--- config.mk ---
export PLATFORM = sky130hd
export DESIGN_NAME = usb_pd_source
export DESIGN_NICKNAME = d
export VERILOG_FILES = /design/src/rtl/usb_pd_pkg.sv /design/src/rtl/cc_attach_detect.sv /design/src/rtl/pd_policy_engine.sv /design/src/rtl/pdo_config_regs.sv /design/src/rtl/usb_pd_source.sv
export SDC_FILE = /design/constraint.sdc
export NUM_CORES = 1
export LEC_CHECK = 0
export BUFFER_PORTS_ARGS = -buffer_cell sky130_fd_sc_hd__buf_2
export CELL_PAD_IN_SITES_DETAIL_PLACEMENT = 0
export CELL_PAD_IN_SITES_GLOBAL_PLACEMENT = 1
export CORE_MARGIN = 2
export CORE_UTILIZATION = 35
export CTS_BUF_LIST = sky130_fd_sc_hd__clkbuf_8 sky130_fd_sc_hd__clkbuf_16
export DETAILED_ROUTE_END_ITERATION = 10
export HOLD_SLACK_MARGIN = 0.1
export PLACE_DENSITY = 0.61
export REMOVE_ABC_BUFFERS = 1
export SLEW_MARGIN = 10
export SYNTH_ARGS = -nofsm -noshare
export SYNTH_HDL_FRONTEND = slang
export SYNTH_SLANG_ARGS = --single-unit
--- constraint.sdc ---
create_clock -name clk -period 1.8 [get_ports clk]
set_input_delay 0.18 -clock clk [delete_from_list [all_inputs] [get_ports clk]]
set_output_delay 0.18 -clock clk [all_outputs]
set_load 0.1 [all_outputs]
--- src/rtl/usb_pd_pkg.sv ---
// USB PD source package with state encoding, widths and timing constants
package usb_pd_pkg;

    // Power data objects
    localparam int PDO_W     = 32;
    localparam int MAX_PDOS  = 4;
    localparam int OBJ_POS_W = 3;                  // Position 0 is invalid
    localparam int SLOT_W    = $clog2(MAX_PDOS);

    // Configuration address map
    localparam int CFG_ADDR_W = 3;
    localparam logic [CFG_ADDR_W-1:0] CFG_COUNT_ADDR = 3'd4;   // Slots sit at 0 to 3

    // CC debounce
    localparam int DEBOUNCE_CYCLES = 8;
    localparam int DEB_CNT_W       = $clog2(DEBOUNCE_CYCLES);

    // Negotiation timing in clock cycles
    localparam int SRC_CAP_CYCLES = 11;
    localparam int ACCEPT_CYCLES  = 6;
    localparam int PHASE_W        = $clog2(SRC_CAP_CYCLES);  // Longer of the two phases

    typedef enum logic [2:0] {
        IDLE    = 3'd0,
        SRC_CAP = 3'd1,
        REQUEST = 3'd2,
        ACCEPT  = 3'd3,
        PS_RDY  = 3'd4
    } pd_state_e;

endpackage

--- src/rtl/cc_attach_detect.sv ---
// CC line debouncer with attach and polarity detection
`timescale 1ns/1ps

module cc_attach_detect import usb_pd_pkg::*; (
    input  logic       clk,
    input  logic       rst_n,
    input  logic       cc1_in,
    input  logic       cc2_in,
    output logic       attached,
    output logic [1:0] polarity
);

    logic [1:0]           cc_in;
    logic [1:0]           sample_q;             // Last raw sample per line
    logic [DEB_CNT_W-1:0] stable_cnt_q [2];     // Equal samples seen per line
    logic [1:0]           level_q;              // Accepted line levels
    logic [1:0]           level_d;

    assign cc_in = {cc2_in, cc1_in};            // Bit 0 is CC1

    // A line is accepted once its sample has held for the full debounce window
    always_comb begin
        level_d = level_q;
        for (int i = 0; i < 2; i++) begin
            if (cc_in[i] == sample_q[i] &&
                stable_cnt_q[i] == DEB_CNT_W'(DEBOUNCE_CYCLES - 1)) begin
                level_d[i] = sample_q[i];
            end
        end
    end

    always_ff @(posedge clk or negedge rst_n) begin
        if (!rst_n) begin
            sample_q <= '0;
            level_q  <= '0;
            polarity <= 2'b00;
            for (int i = 0; i < 2; i++) begin
                stable_cnt_q[i] <= '0;
            end
        end else begin
            for (int i = 0; i < 2; i++) begin
                if (cc_in[i] != sample_q[i]) begin
                    sample_q[i]     <= cc_in[i];   // Restart the window
                    stable_cnt_q[i] <= '0;
                end else if (stable_cnt_q[i] != DEB_CNT_W'(DEBOUNCE_CYCLES - 1)) begin
                    stable_cnt_q[i] <= stable_cnt_q[i] + 1'b1;
                end
            end
            level_q <= level_d;
            case (level_d)
                2'b01:   polarity <= 2'b01;        // CC1 pulled
                2'b10:   polarity <= 2'b10;        // CC2 pulled
                2'b00:   polarity <= 2'b00;        // Detached
                default: polarity <= polarity;     // Both high, keep the prior line
            endcase
        end
    end

    assign attached = |level_q;

endmodule

--- src/rtl/pd_policy_engine.sv ---
// Source policy engine FSM with CC transmit drive and contract latch
`timescale 1ns/1ps

module pd_policy_engine import usb_pd_pkg::*; (
    input  logic                 clk,
    input  logic                 rst_n,
    input  logic                 attached,
    input  logic [1:0]           polarity,
    input  logic                 pd_negotiation_start,
    input  logic                 sink_request,
    input  logic [OBJ_POS_W-1:0] sink_obj_pos,
    input  logic [PDO_W-1:0]     pos_pdo,
    input  logic                 pos_valid,
    output logic [OBJ_POS_W-1:0] req_pos,
    output logic                 busy,
    output logic                 cc1_out,
    output logic                 cc2_out,
    output logic                 cc1_oe,
    output logic                 cc2_oe,
    output pd_state_e            pd_state,
    output logic [PDO_W-1:0]     selected_pdo,
    output logic                 pd_contract_established
);

    pd_state_e          state_q;
    logic [PHASE_W-1:0] phase_q;         // Shared by SRC_CAP and ACCEPT
    logic               active_cc2_q;    // Line latched at start, 1 selects CC2
    logic               tx_bit_q;        // Preamble bit
    logic               tx_active;

    assign tx_active = (state_q == SRC_CAP) || (state_q == ACCEPT);

    always_ff @(posedge clk or negedge rst_n) begin
        if (!rst_n) begin
            state_q                 <= IDLE;
            phase_q                 <= '0;
            active_cc2_q            <= 1'b0;
            selected_pdo            <= '0;
            pd_contract_established <= 1'b0;
        end else if (!attached) begin
            // Detach abandons any contract in progress
            state_q                 <= IDLE;
            phase_q                 <= '0;
            selected_pdo            <= '0;
            pd_contract_established <= 1'b0;
        end else begin
            case (state_q)
                IDLE: begin
                    if (pd_negotiation_start) begin
                        state_q      <= SRC_CAP;
                        phase_q      <= '0;
                        active_cc2_q <= (polarity == 2'b10);
                    end
                end
                SRC_CAP: begin
                    if (phase_q == PHASE_W'(SRC_CAP_CYCLES - 1)) begin
                        state_q <= REQUEST;
                        phase_q <= '0;
                    end else begin
                        phase_q <= phase_q + 1'b1;
                    end
                end
                REQUEST: begin
                    if (sink_request) begin
                        phase_q <= '0;
                        if (pos_valid) begin
                            state_q      <= ACCEPT;
                            selected_pdo <= pos_pdo;
                        end else begin
                            state_q <= SRC_CAP;   // Resend the capabilities
                        end
                    end
                end
                ACCEPT: begin
                    // Supply settle time before PS_RDY
                    if (phase_q == PHASE_W'(ACCEPT_CYCLES - 1)) begin
                        state_q                 <= PS_RDY;
                        phase_q                 <= '0;
                        pd_contract_established <= 1'b1;
                    end else begin
                        phase_q <= phase_q + 1'b1;
                    end
                end
                PS_RDY: begin
                    pd_contract_established <= 1'b1;  // Held until detach
                end
                default: begin
                    state_q <= IDLE;
                end
            endcase
        end
    end

    // Alternating preamble, restarts from 0 on each transmit state
    always_ff @(posedge clk or negedge rst_n) begin
        if (!rst_n) begin
            tx_bit_q <= 1'b0;
        end else if (tx_active) begin
            tx_bit_q <= ~tx_bit_q;
        end else begin
            tx_bit_q <= 1'b0;
        end
    end

    assign cc1_oe  = tx_active && !active_cc2_q;
    assign cc2_oe  = tx_active && active_cc2_q;
    assign cc1_out = cc1_oe && tx_bit_q;
    assign cc2_out = cc2_oe && tx_bit_q;

    assign busy     = (state_q != IDLE);
    assign req_pos  = sink_obj_pos;       // Register block checks the range
    assign pd_state = state_q;

endmodule

--- src/rtl/pdo_config_regs.sv ---
// Source PDO register block with count register and object position lookup
`timescale 1ns/1ps

module pdo_config_regs import usb_pd_pkg::*; (
    input  logic                  clk,
    input  logic                  rst_n,
    input  logic                  cfg_we,
    input  logic [CFG_ADDR_W-1:0] cfg_addr,
    input  logic [PDO_W-1:0]      cfg_wdata,
    input  logic                  busy,
    input  logic [OBJ_POS_W-1:0]  req_pos,
    output logic [PDO_W-1:0]      pos_pdo,
    output logic                  pos_valid,
    output logic [OBJ_POS_W-1:0]  pdo_count
);

    logic [PDO_W-1:0]     pdo_q [MAX_PDOS];
    logic [OBJ_POS_W-1:0] count_q;
    logic [SLOT_W-1:0]    slot;
    logic                 wr_en;

    // Table is frozen while a negotiation is running
    assign wr_en = cfg_we && !busy;

    always_ff @(posedge clk or negedge rst_n) begin
        if (!rst_n) begin
            count_q <= '0;
            for (int i = 0; i < MAX_PDOS; i++) begin
                pdo_q[i] <= '0;
            end
        end else if (wr_en) begin
            if (cfg_addr == CFG_COUNT_ADDR) begin
                count_q <= cfg_wdata[OBJ_POS_W-1:0];   // Count lives in the low bits
            end else if (cfg_addr < CFG_ADDR_W'(MAX_PDOS)) begin
                pdo_q[cfg_addr[SLOT_W-1:0]] <= cfg_wdata;
            end
        end
    end

    // Object positions are one based
    assign slot = SLOT_W'(req_pos - OBJ_POS_W'(1));

    assign pos_pdo   = pdo_q[slot];
    assign pos_valid = (req_pos != '0) &&
                       (req_pos <= count_q) &&
                       (count_q <= OBJ_POS_W'(MAX_PDOS));  // Reject an oversized count
    assign pdo_count = count_q;

endmodule

--- src/rtl/usb_pd_source.sv ---
// USB PD source top with attach detector, PDO registers and policy engine
`timescale 1ns/1ps

module usb_pd_source import usb_pd_pkg::*; (
    input  logic                  clk,
    input  logic                  rst_n,
    input  logic                  cc1_in,
    input  logic                  cc2_in,
    input  logic                  pd_negotiation_start,
    input  logic                  cfg_we,
    input  logic [CFG_ADDR_W-1:0] cfg_addr,
    input  logic [PDO_W-1:0]      cfg_wdata,
    input  logic                  sink_request,
    input  logic [OBJ_POS_W-1:0]  sink_obj_pos,
    output logic                  cc1_out,
    output logic                  cc2_out,
    output logic                  cc1_oe,
    output logic                  cc2_oe,
    output pd_state_e             pd_state,
    output logic [1:0]            cc_polarity,
    output logic [PDO_W-1:0]      selected_pdo,
    output logic                  pd_contract_established
);

    logic                 attached;
    logic                 busy;
    logic [OBJ_POS_W-1:0] req_pos;
    logic [PDO_W-1:0]     pos_pdo;
    logic                 pos_valid;

    cc_attach_detect i_cc_attach_detect (
        .clk      (clk),
        .rst_n    (rst_n),
        .cc1_in   (cc1_in),
        .cc2_in   (cc2_in),
        .attached (attached),
        .polarity (cc_polarity)
    );

    // Count is for debug only, the engine relies on pos_valid
    pdo_config_regs i_pdo_config_regs (
        .clk       (clk),
        .rst_n     (rst_n),
        .cfg_we    (cfg_we),
        .cfg_addr  (cfg_addr),
        .cfg_wdata (cfg_wdata),
        .busy      (busy),
        .req_pos   (req_pos),
        .pos_pdo   (pos_pdo),
        .pos_valid (pos_valid),
        .pdo_count ()
    );

    pd_policy_engine i_pd_policy_engine (
        .clk                     (clk),
        .rst_n                   (rst_n),
        .attached                (attached),
        .polarity                (cc_polarity),
        .pd_negotiation_start    (pd_negotiation_start),
        .sink_request            (sink_request),
        .sink_obj_pos            (sink_obj_pos),
        .pos_pdo                 (pos_pdo),
        .pos_valid               (pos_valid),
        .req_pos                 (req_pos),
        .busy                    (busy),
        .cc1_out                 (cc1_out),
        .cc2_out                 (cc2_out),
        .cc1_oe                  (cc1_oe),
        .cc2_oe                  (cc2_oe),
        .pd_state                (pd_state),
        .selected_pdo            (selected_pdo),
        .pd_contract_established (pd_contract_established)
    );

endmodule

-- After elaboration in Yosys (flattened, before gate mapping)
Index checks and enable logic that the tools add are counted.
- add/sub/neg operators: 4
- multipliers: 0
- divide/modulo/power cells: 0
- magnitude comparators: 6
- equal/unequal tests: 28
- shifts and indexed selects: 0
- muxes and demuxes: 34
- bitwise logic cells: 4
- reduce and logical (&&, ||, !) cells: 28
- operator list (kind ; number):
    2-to-1 mux 32 bit ; 7
    bitwise mux 128 bit ; 1
    binary-select mux 32 bit (select 2 bit) ; 1
    demux 32 bit (select 2 bit) ; 1
    2-to-1 mux 3 bit ; 9
    inequality test 3 bit, second input constant ; 7
    2-to-1 mux 4 bit ; 5
    case mux 4 bit (4 select lines) ; 1
    case mux 3 bit (5 select lines) ; 1
    equality test 3 bit, second input constant ; 4
    AND reduction 3 bit ; 4
    logical AND 1 bit ; 10
    nonzero test 3 bit ; 3
    inequality test 2 bit, second input constant ; 4
    adder 3 x 1 -> 3 bit, second input constant ; 2
    equality test 3 x 2 -> 1 bit, second input constant ; 2
    greater-or-equal comparator 3 bit, second input constant ; 2
    NOT 2 -> 3 bit ; 2
    case mux 2 bit (3 select lines) ; 1
    2-to-1 mux 1 bit ; 5
    inequality test 5 bit, second input constant ; 1
    AND reduction 5 bit ; 1
    adder 4 x 1 -> 4 bit, second input constant ; 1
    equality test 2 bit, second input constant ; 2
    21 further kinds ; 27
- flip-flop bits (word level): 185
- latch bits: 0
- RAM bits: 0
- ROM bits: 0
- word-level logic and storage cells: 121
- memories kept: 0

-- Logic depth before layout (Yosys ltp)
Gate-level depths: netlist of run 1.
- depth after elaboration: 9
- gate-level depth with buffers: 10

-- Hierarchy
From an unflattened synthesis of run 1, not the netlist that was laid out.
- cell total of the unflattened synthesis: 591
- area, all modules: 8403.1 µm²
- by module, submodules not included (module ; times used ; cells each ; area each (µm²) ; sequential area each (µm²)):
    pdo_config_regs ; 1 ; 337 ; 5745.5 ; 3278.1
    pd_policy_engine ; 1 ; 207 ; 2108.3 ; 1051.0
    cc_attach_detect ; 1 ; 47 ; 549.3 ; 300.3

-- Worst setup path before layout of run 1
Ideal clock, no wire load.
- path type: register to output
- from: reg i_pd_policy_engine.state_q[0] (netlist: i_pd_policy_engine.pd_state[0])
- to: out cc1_out
- arrival time: 3.617 ns
- slack: -1.997 ns
- cell stages (with the launch flop): 5
- buffers on the path: 1
- cell sequence: dfrtp_1 -> clkbuf_1 -> nand2b_1 -> nor2_1 -> and2_1
- cells in the longest elaborated chain, start to end: 4
- elaborated cells between the ends (all ways): 5
- those cells by class: 2 x eq/ne; 3 x reduce/logical
- ends and longest elaborated chain (what ; line ; text):
    from (decl) ; pd_policy_engine.sv:25 ; pd_state_e state_q;
    from (signal assigned) ; pd_policy_engine.sv:35 ; state_q <= IDLE;
    from (signal assigned) ; pd_policy_engine.sv:42 ; state_q <= IDLE;
    from (signal assigned) ; pd_policy_engine.sv:50 ; state_q <= SRC_CAP;
    equality test 3 x 1 -> 1 bit / equality test 3 x 2 -> 1 bit (equally long branches) ; pd_policy_engine.sv:31 ; assign tx_active = (state_q == SRC_CAP) || (state_q == ACCEPT);
    logical OR 1 bit * ; pd_policy_engine.sv:31 ;
    logical AND 1 bit * ; pd_policy_engine.sv:105 ; assign cc1_oe = tx_active && !active_cc2_q;
    named net cc1_oe ; usb_pd_source.sv:17 ; output logic cc1_oe,
    logical AND 1 bit * ; pd_policy_engine.sv:107 ; assign cc1_out = cc1_oe && tx_bit_q;
    to (decl) ; usb_pd_source.sv:15 ; output logic cc1_out,
Mark *: on every way through the listed nets, which the timed path passes. The rest lies on a longest branch.

-- Worst setup path after layout of run 1
- from: reg i_pdo_config_regs.count_q[0] (netlist: i_pdo_config_regs.pdo_count[0])
- to: reg i_pd_policy_engine.selected_pdo[26]
- cells in the longest elaborated chain, start to end: 5
- elaborated cells between the ends (all ways): 6
- those cells by class: 2 x order compare; 1 x eq/ne; 3 x reduce/logical
- ends and longest elaborated chain (what ; line ; text):
    from (decl) ; pdo_config_regs.sv:18 ; logic [OBJ_POS_W-1:0] count_q;
    from (signal assigned) ; pdo_config_regs.sv:33 ; count_q <= cfg_wdata[OBJ_POS_W-1:0];
    less-or-equal comparator 3 bit ; pdo_config_regs.sv:45 ; (req_pos <= count_q) &&
    logical AND 1 bit ; pdo_config_regs.sv:44 ; assign pos_valid = (req_pos != '0) &&
    logical AND 1 bit * ; pdo_config_regs.sv:45 ;
    inequality test 2 bit (no source line) * ; -- ;
    AND reduction 3 bit (no source line) * ; -- ;
    to (signal assigned) ; pd_policy_engine.sv:68 ; selected_pdo <= pos_pdo;
    to (decl) ; pd_policy_engine.sv:21 ; output logic [PDO_W-1:0] selected_pdo,
Every way passes the cells marked *; elsewhere a longest branch is shown, timed or not.
A chain may end at the register's enable or synchronous reset.

==> summary.md, run 1 <==
The xor and xnor fraction of the mapped netlist area came out at 0.6465%. For the worst setup slack after placement, the log shows -175.6 ps. The path with the worst hold slack has its endpoint at i_pd_policy_engine.pd_state[1]$_DFFE_PN0P_.

Detailed routing inserted a total of 5190 vias. The number of nets at the end of the flow was 775. TritonCTS built the clock tree.

The die covers 0.02446 mm². The detail route stage leaves a number of antenna-violating nets equal to 0. The H-tree was split into 4 levels. In the synthesized netlist, the cells that appear most often are sky130_fd_sc_hd__dfrtp_1, sky130_fd_sc_hd__mux2_2, sky130_fd_sc_hd__inv_1, sky130_fd_sc_hd__mux4_2, sky130_fd_sc_hd__o2bb2ai_1. Data arrives at the worst endpoint at 2280 ps. At the end of routability-driven placement, the weighted congestion stood at 0.7100. The logs give 0.8322 mV for the highest ir drop seen on vdd and 21.3% for the portion of total power attributed to the clock network. For the number of buffers between clock root and the deepest sink, the log shows 2. Buffers inserted during clock tree synthesis total 17. The tools report the number of maximum-capacitance constraint violations as 0. The total core area is 0.02271 mm².

The smallest clock period supported by the final layout is computed as 1932 ps. Height of the die: 156.4 µm. The most numerous cell in the Yosys netlist is sky130_fd_sc_hd__dfrtp_1. Global routing finished with a remaining overflow of 0. Entering global routing, the biggest net connects 50 pins.

For this design, the sink count on the clock tree is 185. The logs give 41.0% for the proportion of power drawn by combinational gates and 2150 ps for the data required time of the critical path. Global routing consumed, on the met2 layer, 28.59% of the routing resources. The number of storage elements in the synthesis netlist is 185, and the clock edge transition at the registers on the reported setup and hold paths is 70 ps.

Of the post-synthesis cell area, the dominant cell type holds 56.95%. The final layout contains routed wiring with a total length of 21.20 mm. Endpoint of the most critical register-to-register path: i_pd_policy_engine.selected_pdo[26]$_DFFE_PN0P_.

In the routed design, unresolved DRC markers number 0. The proportion of power drawn by flip-flops and latches came out at 37.7%. The busiest layer in global routing is met2. Setup violations remaining at the end of the flow were counted as 136. From left edge to right edge, the die measures 156.4 µm. The number of instances on the worst hold path is 4.

The run gives 2 as the initial antenna violation count. The switching power was 0.007086 W. Setup repair after global routing could not meet its margin everywhere. The later pin in the worst-skew pair is clocked with a latency of 430 ps. The synthesized netlist cell count was 553.

The number of buffers inserted by port buffering was 86; the first-pass GRT wire length was 31.86 mm. The internal power of the cells totals 0.01163 W. The worst hold path begins at sink_request. The area share of and/or/nand/nor cells after synthesis was 4.433%. The tools report the number of warning messages in the yosys log as 0.

Path category of the worst min-delay check: input port to register. Global routing used 3.655% of the available met3 tracks. For the worst clock skew, the log shows 9.181 ps.

The flow ran to the end, but the final reports show violations. The run gives -132.3 ps as the worst setup margin. In this run the worst path has a maximum fanout of 6. By area the synthesized netlist is led by sky130_fd_sc_hd__dfrtp_1, sky130_fd_sc_hd__mux2_2, sky130_fd_sc_hd__mux4_2. The dominant combinational cell family by area after synthesis was multiplexers. Derived from the worst setup path, the maximum achievable clock frequency is 0.5175 GHz.

After Yosys synthesis, full adders, half adders and majority gates account for 1.231% of the synthesized area. The number of library cell types mapped by synthesis was 42. The leakage power came out at 5.131 nW.

Each instance of the synthesized netlist takes up on average 14.70 µm². The post-synthesis cell type with the largest combined area is sky130_fd_sc_hd__dfrtp_1. The post-route netlist has 53.20% of its cells at a drive strength greater than 1. The multiplexer fraction of the synthesized cell area came out at 27.64%.

The final reports fail on negative setup slack. Across all register-to-register paths, the minimum setup slack is -130 ps. Summing the areas of all compound-gate instances in the mapped netlist gives 5.110% of the synthesized area. The launch point of the worst reg-to-reg path was i_pdo_config_regs.pdo_count[0]$_DFFE_PN0P_. STA classifies the critical path startpoint as a register. The run gives 232 as the number of DRC markers in iteration 0. The run gives 87 as the top-level I/O count. Detailed placement HPWL: 12.33 mm. For this run, the detailed router's first-pass iteration total came to 4. CTS placed an instance of sky130_fd_sc_hd__clkbuf_16 at the clock tree root.

Dividing total power by cell area gives a power density of 1667 mW/mm². Net switching is 37.87% of the power. The final period utilization was 107.4%; the global routing usage on met1 was 22.92%. The share of flip-flops with an asynchronous set or reset was 100.0%.

The length in cells of the worst reg-to-reg path works out to 7. The initial core utilization is 35.80%. In the final routed layout, each cell accounts on average for 20.75 µm. The tools report the global routing usage summed across all routing layers as 17.26%.

Final hold violation count: 0. The area added between synthesis and finish came out at 38.09%. The number of global-route vias before repair is 5539.

Relative slew slack: 52.93%. Path type of the worst setup path: register to register. Kind of end point of the critical path: a register. The transition time at the pin with the least slew margin was 706.0 ps. The final number of max-transition violations came out at 0.

The routed via count divided by cell count works out to 5.078. The netlist area before placement was 0.008129 mm². Sequential elements use 56.95% of the synthesized area. The synthesized design contains 0 enable-type register cells. Predominant post-synthesis flop cell: sky130_fd_sc_hd__dfrtp_1. The worst hold slack is 190.0 ps, and the number of placement rows is 55.
[sequential cells by signal (all words and copies together) (netlist names)]
register	flops
i_pd_policy_engine.selected_pdo	32
i_pd_policy_engine.phase_q	4
i_cc_attach_detect.stable_cnt_q	6
i_cc_attach_detect.level_q	2
i_pdo_config_regs.pdo_q	128
i_cc_attach_detect.sample_q	2
i_pd_policy_engine.pd_state	3
i_cc_attach_detect.polarity	2
i_pdo_config_regs.pdo_count	3
i_pd_policy_engine.active_cc2_q	1
i_pd_policy_engine.pd_contract_established	1
i_pd_policy_engine.tx_bit_q	1
[power groups by stage]
stage               clock network (W)  logic (W)  registers, W
floorplan                           0    0.00299       0.00899
global placement                    0    0.00653       0.00688
detailed placement                  0    0.00666       0.00701
CTS                           0.00407    0.00706       0.00697
global route                  0.00427    0.00812       0.00730
finish                        0.00399    0.00767       0.00706
[critical path: stages (launching register included)]
cell                        delay [ps]
sky130_fd_sc_hd__dfrtp_1           380
sky130_fd_sc_hd__ha_1              300
sky130_fd_sc_hd__and3_4            150
sky130_fd_sc_hd__o311a_4           370
sky130_fd_sc_hd__a31oi_4           210
sky130_fd_sc_hd__buf_12            160
sky130_fd_sc_hd__clkbuf_16         170
sky130_fd_sc_hd__o2bb2ai_4         110
[how the worst max path moves through the flow]
stage                     slack, ps                                         endpoint                                  startpoint
after CTS                      -110  i_pd_policy_engine.selected_pdo[10]$_DFFE_PN0P_  i_pdo_config_regs.pdo_count[1]$_DFFE_PN0P_
final                          -130  i_pd_policy_engine.selected_pdo[26]$_DFFE_PN0P_  i_pdo_config_regs.pdo_count[0]$_DFFE_PN0P_
after global routing           -170  i_pd_policy_engine.selected_pdo[26]$_DFFE_PN0P_  i_pdo_config_regs.pdo_count[2]$_DFFE_PN0P_
after floorplan               -1930                                          cc1_out  i_pd_policy_engine.pd_state[0]$_DFFE_PN0P_
after detailed placement       -180  i_pd_policy_engine.selected_pdo[17]$_DFFE_PN0P_                             sink_obj_pos[0]
after global placement         -110  i_pd_policy_engine.selected_pdo[24]$_DFFE_PN0P_                             sink_obj_pos[0]
[final cells by class]
type                            count  area, µm²
Multi-Input combinational cell    297       3780
Timing Repair Buffer              180       1675
Inverter                           41      153.9
Tap cell                          285      356.6
Clock buffer                       17      425.4
Fill cell                        1932      11480
Antenna cell                        2      5.005
Sequential cell                   185       4629
Clock inverter                     15      200.2
[kinds of logic after synthesis]
logic type | count (synthesis)
DFF | 185
muxes | 168
buffers and inverters | 71
and+or+nand+nor | 63
AOI/OAI and AO/OA | 52
adders and majority gates | 8
xor gates and xnor gates | 6
[per-layer routing]
| metal | routed length, µm | vias to the layer above |
|---|---|---|
| met3 | 602 | 14 |
| met1 | 9876 | 2757 |
| li1 | - | 2337 |
| met2 | 10570 | 82 |
| met5 | 0 | - |
| met4 | 152 | 0 |
[cell usage in the layout (no fill, tap or decap), drive strengths merged, types with 2 or more instances in the layout]
| cell | instances |
|---|---|
| dfrtp | 185 |
| buf | 137 |
| mux2 | 132 |
| inv | 45 |
| dlygate4sd3 | 36 |
| mux4 | 32 |
| o2bb2ai | 32 |
| clkbuf | 24 |
| nor2 | 22 |
| nand2 | 8 |
| ha | 8 |
| nand2b | 7 |
| nand3 | 6 |
| o21ai | 5 |
| xor2 | 5 |
| and2 | 5 |
| clkinv | 5 |
| mux2i | 4 |
| bufinv | 4 |
| nor3 | 4 |
| diode | 2 |
| a21o | 2 |
| a22oi | 2 |
| and3 | 2 |
| a21oi | 2 |
| nor3b | 2 |
| o31ai | 2 |
| clkinvlp | 2 |
| nor2b | 2 |
| a31oi | 2 |
| nand3b | 2 |
[per-stage QoR]
step,utilization [%],setup TNS [ps],total power [W],cells,cell area (µm²)
floorplan,-,-182810,0.01198,523,7959
global placement,40.61,-6161,0.01340,927,9221
detailed placement,40.61,-11090,0.01366,927,9221
CTS,46.74,-7353,0.01810,1009,10610
global route,49.43,-17630,0.01969,1022,11230
finish,49.43,-9548,0.01871,1022,11230
[timing repair]
item                       CTS  global route
pin swaps                    6            12
buffers inserted            10            11
hold endpoints to repair   262             0
hold buffers                36             0
setup endpoints to repair  164           165
cloned                       5             6
resized for setup           54            92
Power figures use the tool's default switching activity.
==> run 2: changes to the inputs <==
==> constraint.sdc (replaced) <==
create_clock -name clk -period 1.8 [get_ports clk]
set_input_delay 0.18 -clock clk [delete_from_list [all_inputs] [get_ports clk]]
set_output_delay 0.18 -clock clk [all_outputs]
set_load 0.02 [all_outputs]
==> run 2 against run 1 <==
  * The run still ends with negative setup slack left
  * Clock skew is 1.6 ps higher
  * Non-clock buffer count is 1 lower
  * Count of clock-buffer cells in the layout is 1 higher
  * Critical path depth stayed put
  * Final area is 0.68% lower
  * Largest cell class unchanged
==> summary.md, run 2 (same netlist as run 1, synthesis figures left out) <==
The met2 usage in global routing is 29.01% (was 28.59%), and the final number of setup-violating endpoints is 133 (was 136). Number of sinks on the clock net: 185 (unchanged). The initial antenna violation count is 0 (was 2). Buffer type at the clock tree root: sky130_fd_sc_hd__clkbuf_16 (unchanged). The tools report the final estimated routing congestion in global placement as 0.7275 (was 0.7100). The number of nets at the end of the flow was 774 (was 775); the number of maximum-capacitance constraint violations was 0 (unchanged). The number of H-tree levels was 4 (unchanged); the total DRC errors in the routed layout was 0 (unchanged). For the endpoint arrival time on the critical path, the log shows 2220 ps (was 2280 ps). The run gives 0 (unchanged) as the final antenna-violating net count. The leakage power came out at 5.145 nW (was 5.131 nW). Most used cells in the layout excluding fill and tap cells: sky130_fd_sc_hd__dfrtp_1, sky130_fd_sc_hd__mux2_4, sky130_fd_sc_hd__buf_2 (was sky130_fd_sc_hd__dfrtp_1, sky130_fd_sc_hd__buf_2, sky130_fd_sc_hd__mux2_2). The logs give 0.02271 mm² (unchanged) for the total core area and 17.04% (was 17.26%) for the global routing usage summed across all routing layers. The run gives 31.54 mm (was 31.86 mm) as the first-pass GRT wire length. The fraction of final layout cells with drive strength greater than 1 works out to 50.82% (was 53.20%). The slowest stage cell on the critical path is sky130_fd_sc_hd__dfrtp_1 (unchanged).

The logs give 12.61 mm (was 12.33 mm) for the detailed placement HPWL and -7836 ps (was -9548 ps) for the sum of negative setup slack. The die area is 0.02446 mm² (unchanged), and the initial core utilization is 35.80% (unchanged). The transition time at the pin with the least slew margin was 698.1 ps (was 706.0 ps); the clock edge transition at the registers on the reported setup and hold paths was 70 ps (about the same). The tools report the peak clock frequency supported by timing as 0.5229 GHz (was 0.5175 GHz).

The flow ran to the end, but the final reports show violations. The met3 capacity usage during global routing was 3.157% (was 3.655%). Die width: 156.4 µm (unchanged). The logs give 17 (unchanged) for the CTS buffer count and 0 (unchanged) for the leftover overflow at the end of global routing. The number of flip-flops under the largest register name was 128 (unchanged); the number of global-route vias before repair was 5568 (was 5539).

The worst setup margin was -112.2 ps (was -132.3 ps). The average wire per cell in the routed design came out at 21.70 µm (was 20.75 µm). TritonCTS built the clock tree. The maximum fanout count along the critical path came out at 12 (was 6). The number of buffers between clock root and the deepest sink is 2 (unchanged). Violations in the final reports: negative setup slack (unchanged). The top-level I/O count is 87 (unchanged), and the worst setup slack after placement is -153.5 ps (was -175.6 ps).

The height of the die was 156.4 µm (unchanged); the number of inserted diodes was 0 (was 2). The data required time of the critical path came out at 2110 ps (was 2150 ps). The busiest layer in global routing was met2 (unchanged). The top register by number of flip-flops was i_pdo_config_regs.pdo_q (unchanged).

The relative slew slack was 52.83% (was 52.93%); the number of buffers inserted by port buffering was 86 (unchanged). The kind of end point of the critical path was a register (unchanged). The number of DRC markers in iteration 0 came out at 248 (was 232).

For the final-layout fill cell count, the log shows 1951 (was 1932). The global routing usage on met1 is 22.29% (was 22.92%). The path type of the worst setup path is register to register (unchanged). The final number of max-transition violations is 0 (unchanged), and the area added between synthesis and finish is 37.16% (was 38.09%). Commonest non-fill, non-tap cell in the layout: sky130_fd_sc_hd__dfrtp_1 (unchanged). The highest ir drop seen on vdd is 0.6830 mV (was 0.8322 mV). The tools report the critical path startpoint category as a register (unchanged).

The number of search-and-repair iterations in the first detailed-routing pass was 4 (unchanged). The later-pin clock latency in the skew report came out at 420 ps (was 430 ps). Path category of the worst min-delay check: input port to register (unchanged). The routed via count divided by cell count came out at 5.147 (was 5.078). Pin count of the biggest net entering global routing: 49 (was 50). For the number of vias after detailed routing, the log shows 5245 (was 5190).

The final hold violation count is 0 (unchanged), and the final period utilization is 106.2% (was 107.4%). The run gives 22.11 mm (was 21.20 mm) as the final wirelength. Setup repair after global routing could not meet its margin everywhere. The number of placement rows was 55 (unchanged).

The worst clock skew was 10.79 ps (was 9.181 ps). The power density of the placed cells was 1432 mW/mm² (was 1667 mW/mm²). The minimum clock period was 1912 ps (was 1932 ps). Largest registers ranked by flip-flop count: i_pdo_config_regs.pdo_q (128), i_pd_policy_engine.selected_pdo (32), i_cc_attach_detect.stable_cnt_q (6) (unchanged).

The delay of the slowest cell on the worst path is 420 ps (was 380 ps). Critical Path, Cell by Cell: nor3_4 -> nand3b_4 -> buf_6 -> nor3_4 -> buf_6 -> buf_12 -> mux2_2 (was ha_1 -> and3_4 -> o311a_4 -> a31oi_4 -> buf_12 -> clkbuf_16 -> o2bb2ai_4).
-- run 2: changes by cell type in the layout (fill, tap and decap cells not counted), moves of 8 or more --
cell                        before  now
sky130_fd_sc_hd__mux2_2         66   33
sky130_fd_sc_hd__o2bb2ai_1       0   11
sky130_fd_sc_hd__mux2_4         62   97
sky130_fd_sc_hd__o2bb2ai_2      29   21
-- run 2: final timing paths --
kind                       slack (ps)  cells after the start                                       start                                        to
max reg2reg                      -110                      7  i_pd_policy_engine.pd_state[0]$_DFFE_PN0P_  i_pdo_config_regs.pdo_q[118]$_DFFE_PN0P_
max                              -110                      7  i_pd_policy_engine.pd_state[0]$_DFFE_PN0P_  i_pdo_config_regs.pdo_q[118]$_DFFE_PN0P_
min                               130                      2                                cfg_wdata[0]   i_pdo_config_regs.pdo_q[64]$_DFFE_PN0P_
min in group asynchronous         260                      2                                       rst_n   i_pdo_config_regs.pdo_q[17]$_DFFE_PN0P_
max in group asynchronous         890                      3                                       rst_n  i_pdo_config_regs.pdo_q[118]$_DFFE_PN0P_
min reg2reg                       460                      1       i_pd_policy_engine.tx_bit_q$_DFF_PN0_     i_pd_policy_engine.tx_bit_q$_DFF_PN0_
-- run 2: layer usage --
layer	up-vias	share of wire, %
met5	-	0
met4	0	1.2
met3	20	4.1
met2	110	50
met1	2785	45
li1	2330	-
-- run 2: through the flow --
step	area (µm²)	total power (W)	util, %	hold slack [ps]	std cells
CTS	10370	0.01519	45.66	104.2	1007
finish	11150	0.01597	49.10	134.5	1019
global route	11150	0.01687	49.10	121.6	1019
global placement	9159	0.01103	40.33	153.8	925
floorplan	7959	0.009795	-	-115.6	523
detailed placement	9159	0.01133	40.33	160.4	925
-- run 2: power breakdown --
| part | total, W | switching (W) | internal, W |
|---|---|---|---|
| logic | 0.00534 | 0.00206 | 0.00328 |
| clock network | 0.00358 | 0.00163 | 0.00196 |
| registers | 0.00705 | 0.00111 | 0.00594 |
-- run 2: worst max-delay path: cells and delay by family (launching register included) --
kind	cells	cell delay, ps
flip-flops	1	420
AND/OR/NAND/NOR	3	520
buffers and inverters	3	510
multiplexers	1	340
-- run 2: layout make-up --
class                      instances  area, µm²  area share [%]
tap                              285      356.6           3.198
timing repair buffer             179       1683           15.09
clock inverter                    14      126.4           1.133
inverter                          41      153.9           1.380
sequential                       185       4629           41.52
clock buffer                      18      439.2           3.939
multi-input combinational        297       3761           33.73
-- run 2: repair_timing --
| action | CTS | global route |
|---|---|---|
| hold buffers | 35 | 0 |
| resized for setup | 24 | 134 |
| endpoints found under the hold margin | 183 | 0 |
| endpoints found under the setup margin | 152 | 164 |
| setup buffers | 12 | 5 |
| cloned | 4 | 11 |
| pin swaps | 5 | 3 |
==> run 3: changes to the inputs <==
CORE_MARGIN = not set   (was 2)
GPL_TIMING_DRIVEN = 0   (was not set)
==> run 3 against run 2 <==
  * The run still ends with negative setup slack left
  * Setup slack got worse by 51 ps
  * Hold slack better by 47 ps
  * Clock skew decreased by 1.4 ps
  * Largest cell class unchanged
==> summary.md, run 3 (same netlist as run 1, synthesis figures left out) <==
For the leftover overflow at the end of global routing, the log shows 0 (unchanged). Critical Path, Cell by Cell: nor3_4 -> nand3b_4 -> nor3b_4 -> buf_8 -> buf_12 -> mux2_2 (was nor3_4 -> nand3b_4 -> buf_6 -> nor3_4 -> buf_6 -> buf_12 -> mux2_2). For the endpoint arrival time on the critical path, the log shows 2280 ps (was 2220 ps). For the number of cells in the finished layout apart from fillers, the log shows 1009 (was 1019). Violations in the final reports: negative setup slack (unchanged). The run gives 35.80% (unchanged) as the initial core utilization.

The tools report the CTS buffer count as 17 (unchanged). The run finished, with violations left. The clock edge transition at the registers on the reported setup and hold paths was 70 ps (about the same).

The leakage power is 5.088 nW (was 5.145 nW). Setup repair after global routing could not meet its margin everywhere. The tools report the critical path startpoint category as a register (unchanged). The number of global-route vias before repair is 5813 (was 5568), and the worst clock skew is 9.371 ps (was 10.79 ps). The tools report the number of nets at the end of the flow as 764 (was 774).

The routed via count divided by cell count is 5.107 (was 5.147), and the internal power is 0.01119 W (was 0.01117 W). The worst path buffer plus inverter count is 2 (was 3). The transition time at the pin with the least slew margin is 706.0 ps (was 698.1 ps), and the final estimated routing congestion in global placement is 0.7260 (was 0.7275).

For the sum of negative setup slack, the log shows -14430 ps (was -7836 ps). Most used cells in the layout excluding fill and tap cells: sky130_fd_sc_hd__dfrtp_1, sky130_fd_sc_hd__mux2_4, sky130_fd_sc_hd__buf_2 (unchanged). The fraction of final layout cells with drive strength greater than 1 works out to 52.49% (was 50.82%). The final period utilization came out at 109.1% (was 106.2%). The tools report the peak clock frequency supported by timing as 0.5094 GHz (was 0.5229 GHz).

The logs give 101 (was 49) for the pin count of the biggest net entering global routing and 0.02384 mm² (was 0.02446 mm²) for the die area. Number of DRC markers in iteration 0: 239 (was 248). The tools report the worst setup margin as -163.2 ps (was -112.2 ps). The commonest non-fill, non-tap cell in the layout was sky130_fd_sc_hd__dfrtp_1 (unchanged). The slowest stage cell on the critical path is sky130_fd_sc_hd__dfrtp_2 (was sky130_fd_sc_hd__dfrtp_1). The maximum fanout count along the critical path is 7 (was 12).

The area added between synthesis and finish is 36.89% (was 37.16%). The number of buffers inserted by port buffering is 86 (unchanged). Switching part of the total power: 30.29% (was 30.04%).

The tools report the cell count after placement as 909 (was 925). The run gives 0.009062 mm² (was 0.009159 mm²) as the instance area after placement. The switching power is 0.004863 W (was 0.004798 W), and the relative slew slack is 52.93% (was 52.83%). The tools report the final number of setup-violating endpoints as 149 (was 133). The detailed placement HPWL is 12.22 mm (was 12.61 mm).

Die width: 154.4 µm (was 156.4 µm). The global routing usage summed across all routing layers came out at 18.05% (was 17.04%). The top register by number of flip-flops is i_pdo_config_regs.pdo_q (unchanged). The tools report the first-pass GRT wire length as 32.64 mm (was 31.54 mm).

For the final-layout fill cell count, the log shows 2008 (was 1951). The run gives 185 (unchanged) as the number of sinks on the clock net. The final antenna-violating net count is 0 (unchanged), and the total core area is 0.02271 mm² (unchanged).

The logs give 430 ps (was 420 ps) for the later-pin clock latency in the skew report and 0 (unchanged) for the initial antenna violation count. For the number of inserted diodes, the log shows 0 (unchanged). The path category of the worst min-delay check is input port to register (unchanged). The tools report the kind of end point of the critical path as a register (unchanged). The minimum clock period is 1963 ps (was 1912 ps).

The top cell family by delay on the critical path was simple AND/OR/NAND/NOR gates (unchanged). The number of flip-flops under the largest register name was 128 (unchanged). The top-level I/O count is 87 (unchanged), and the proportion of power drawn by combinational gates is 33.6% (was 33.4%).

TritonCTS built the clock tree. Largest registers ranked by flip-flop count: i_pdo_config_regs.pdo_q (128), i_pd_policy_engine.selected_pdo (32), i_cc_attach_detect.stable_cnt_q (6) (unchanged). For the number of H-tree levels, the log shows 4 (unchanged). Highest ir drop seen on vdd: 0.7527 mV (was 0.6830 mV).

The final wirelength was 20.81 mm (was 22.11 mm); the number of buffers between clock root and the deepest sink was 2 (unchanged). The logs give 43.8% (was 44.1%) for the proportion of power drawn by flip-flops and latches and 22.6% (was 22.4%) for the portion of total power attributed to the clock network. The data required time of the critical path was 2120 ps (was 2110 ps). The tools report the number of vias after detailed routing as 5153 (was 5245). The final hold violation count came out at 0 (unchanged). The run gives 0 (unchanged) as the number of maximum-capacitance constraint violations.

The total DRC errors in the routed layout was 0 (unchanged); the power density of the placed cells was 1443 mW/mm² (was 1432 mW/mm²). For the total power of the final layout, the log shows 0.01605 W (was 0.01597 W). The final number of max-transition violations came out at 0 (unchanged). For the number of placement rows, the log shows 55 (unchanged).

Path type of the worst setup path: register to register (unchanged). The average wire per cell in the routed design was 20.63 µm (was 21.70 µm). Height of the die: 154.4 µm (was 156.4 µm). The run gives 4 (unchanged) as the number of search-and-repair iterations in the first detailed-routing pass. The delay of the slowest cell on the worst path was 420 ps (about the same); the area of all placed cells without fillers was 0.01113 mm² (was 0.01115 mm²). The tools report the buffer type at the clock tree root as sky130_fd_sc_hd__clkbuf_16 (unchanged).
[run 3: layer usage]
metal,track usage (%),wire length [µm],vias up
li1,-,-,2311
met1,23.87,9620,2747
met2,30.36,10360,77
met3,3.194,595,18
met4,5.281,232,0
met5,0,0,-
[run 3: area by class of cell]
cell class	instances	area, µm²	share of cell area [%]
clock buffer	18	439.2	3.946
clock inverter	14	125.1	1.124
inverter	41	153.9	1.383
multi-input combinational	297	3841	34.52
sequential	185	4633	41.63
tap	285	356.6	3.204
timing repair buffer	169	1579	14.19
[run 3: worst paths after layout]
path                                                                  from                                              end  slack [ps]  cells past startpoint
worst max-delay path            i_pd_policy_engine.pd_state[1]$_DFFE_PN0P_          i_pdo_config_regs.pdo_q[86]$_DFFE_PN0P_        -160                      6
worst min-delay path                                           cfg_addr[2]       i_pdo_config_regs.pdo_count[2]$_DFFE_PN0P_         180                      3
worst max register to register  i_pd_policy_engine.pd_state[1]$_DFFE_PN0P_          i_pdo_config_regs.pdo_q[86]$_DFFE_PN0P_        -160                      6
worst min register to register       i_pd_policy_engine.tx_bit_q$_DFF_PN0_            i_pd_policy_engine.tx_bit_q$_DFF_PN0_         440                      1
max in group asynchronous                                            rst_n          i_pdo_config_regs.pdo_q[75]$_DFFE_PN0P_         530                      3
min in group asynchronous                                            rst_n  i_pd_policy_engine.selected_pdo[26]$_DFFE_PN0P_         350                      2
[run 3: worst min-delay path: stages]
cell                      delay [ps]
sky130_fd_sc_hd__buf_2           100
sky130_fd_sc_hd__nand4_1         130
sky130_fd_sc_hd__mux2_2          170
[run 3: through the flow]
stage / hold WS, ps / setup slack, ps / util, %
after floorplan: -115.6 / -997.8 / -
after global placement: 337.2 / -3812 / 38.51
after detailed placement: 234.2 / -1033 / 39.91
after CTS: 160.9 / -159.6 / 47.37
after global routing: 189.8 / -226.5 / 49.00
final: 181.1 / -163.2 / 49.00
[run 3: power by group through the flow]
stage	sequential [W]	clock, W	combinational [W]
6_report	0.00703	0.00363	0.00539
2_1_floorplan	0.00708	0	0.00272
5_1_grt	0.00727	0.00388	0.00584
3_5_place_dp	0.00701	0	0.00420
3_3_place_gp	0.00684	0	0.00397
4_1_cts	0.00699	0.00372	0.00500
[run 3: repair_timing]
item,in CTS,in global routing
hold endpoints to repair,222,0
gates cloned,3,4
setup buffers,24,6
gates resized for setup,103,67
pin swaps,13,7
setup endpoints to repair,164,164
hold buffers,36,0
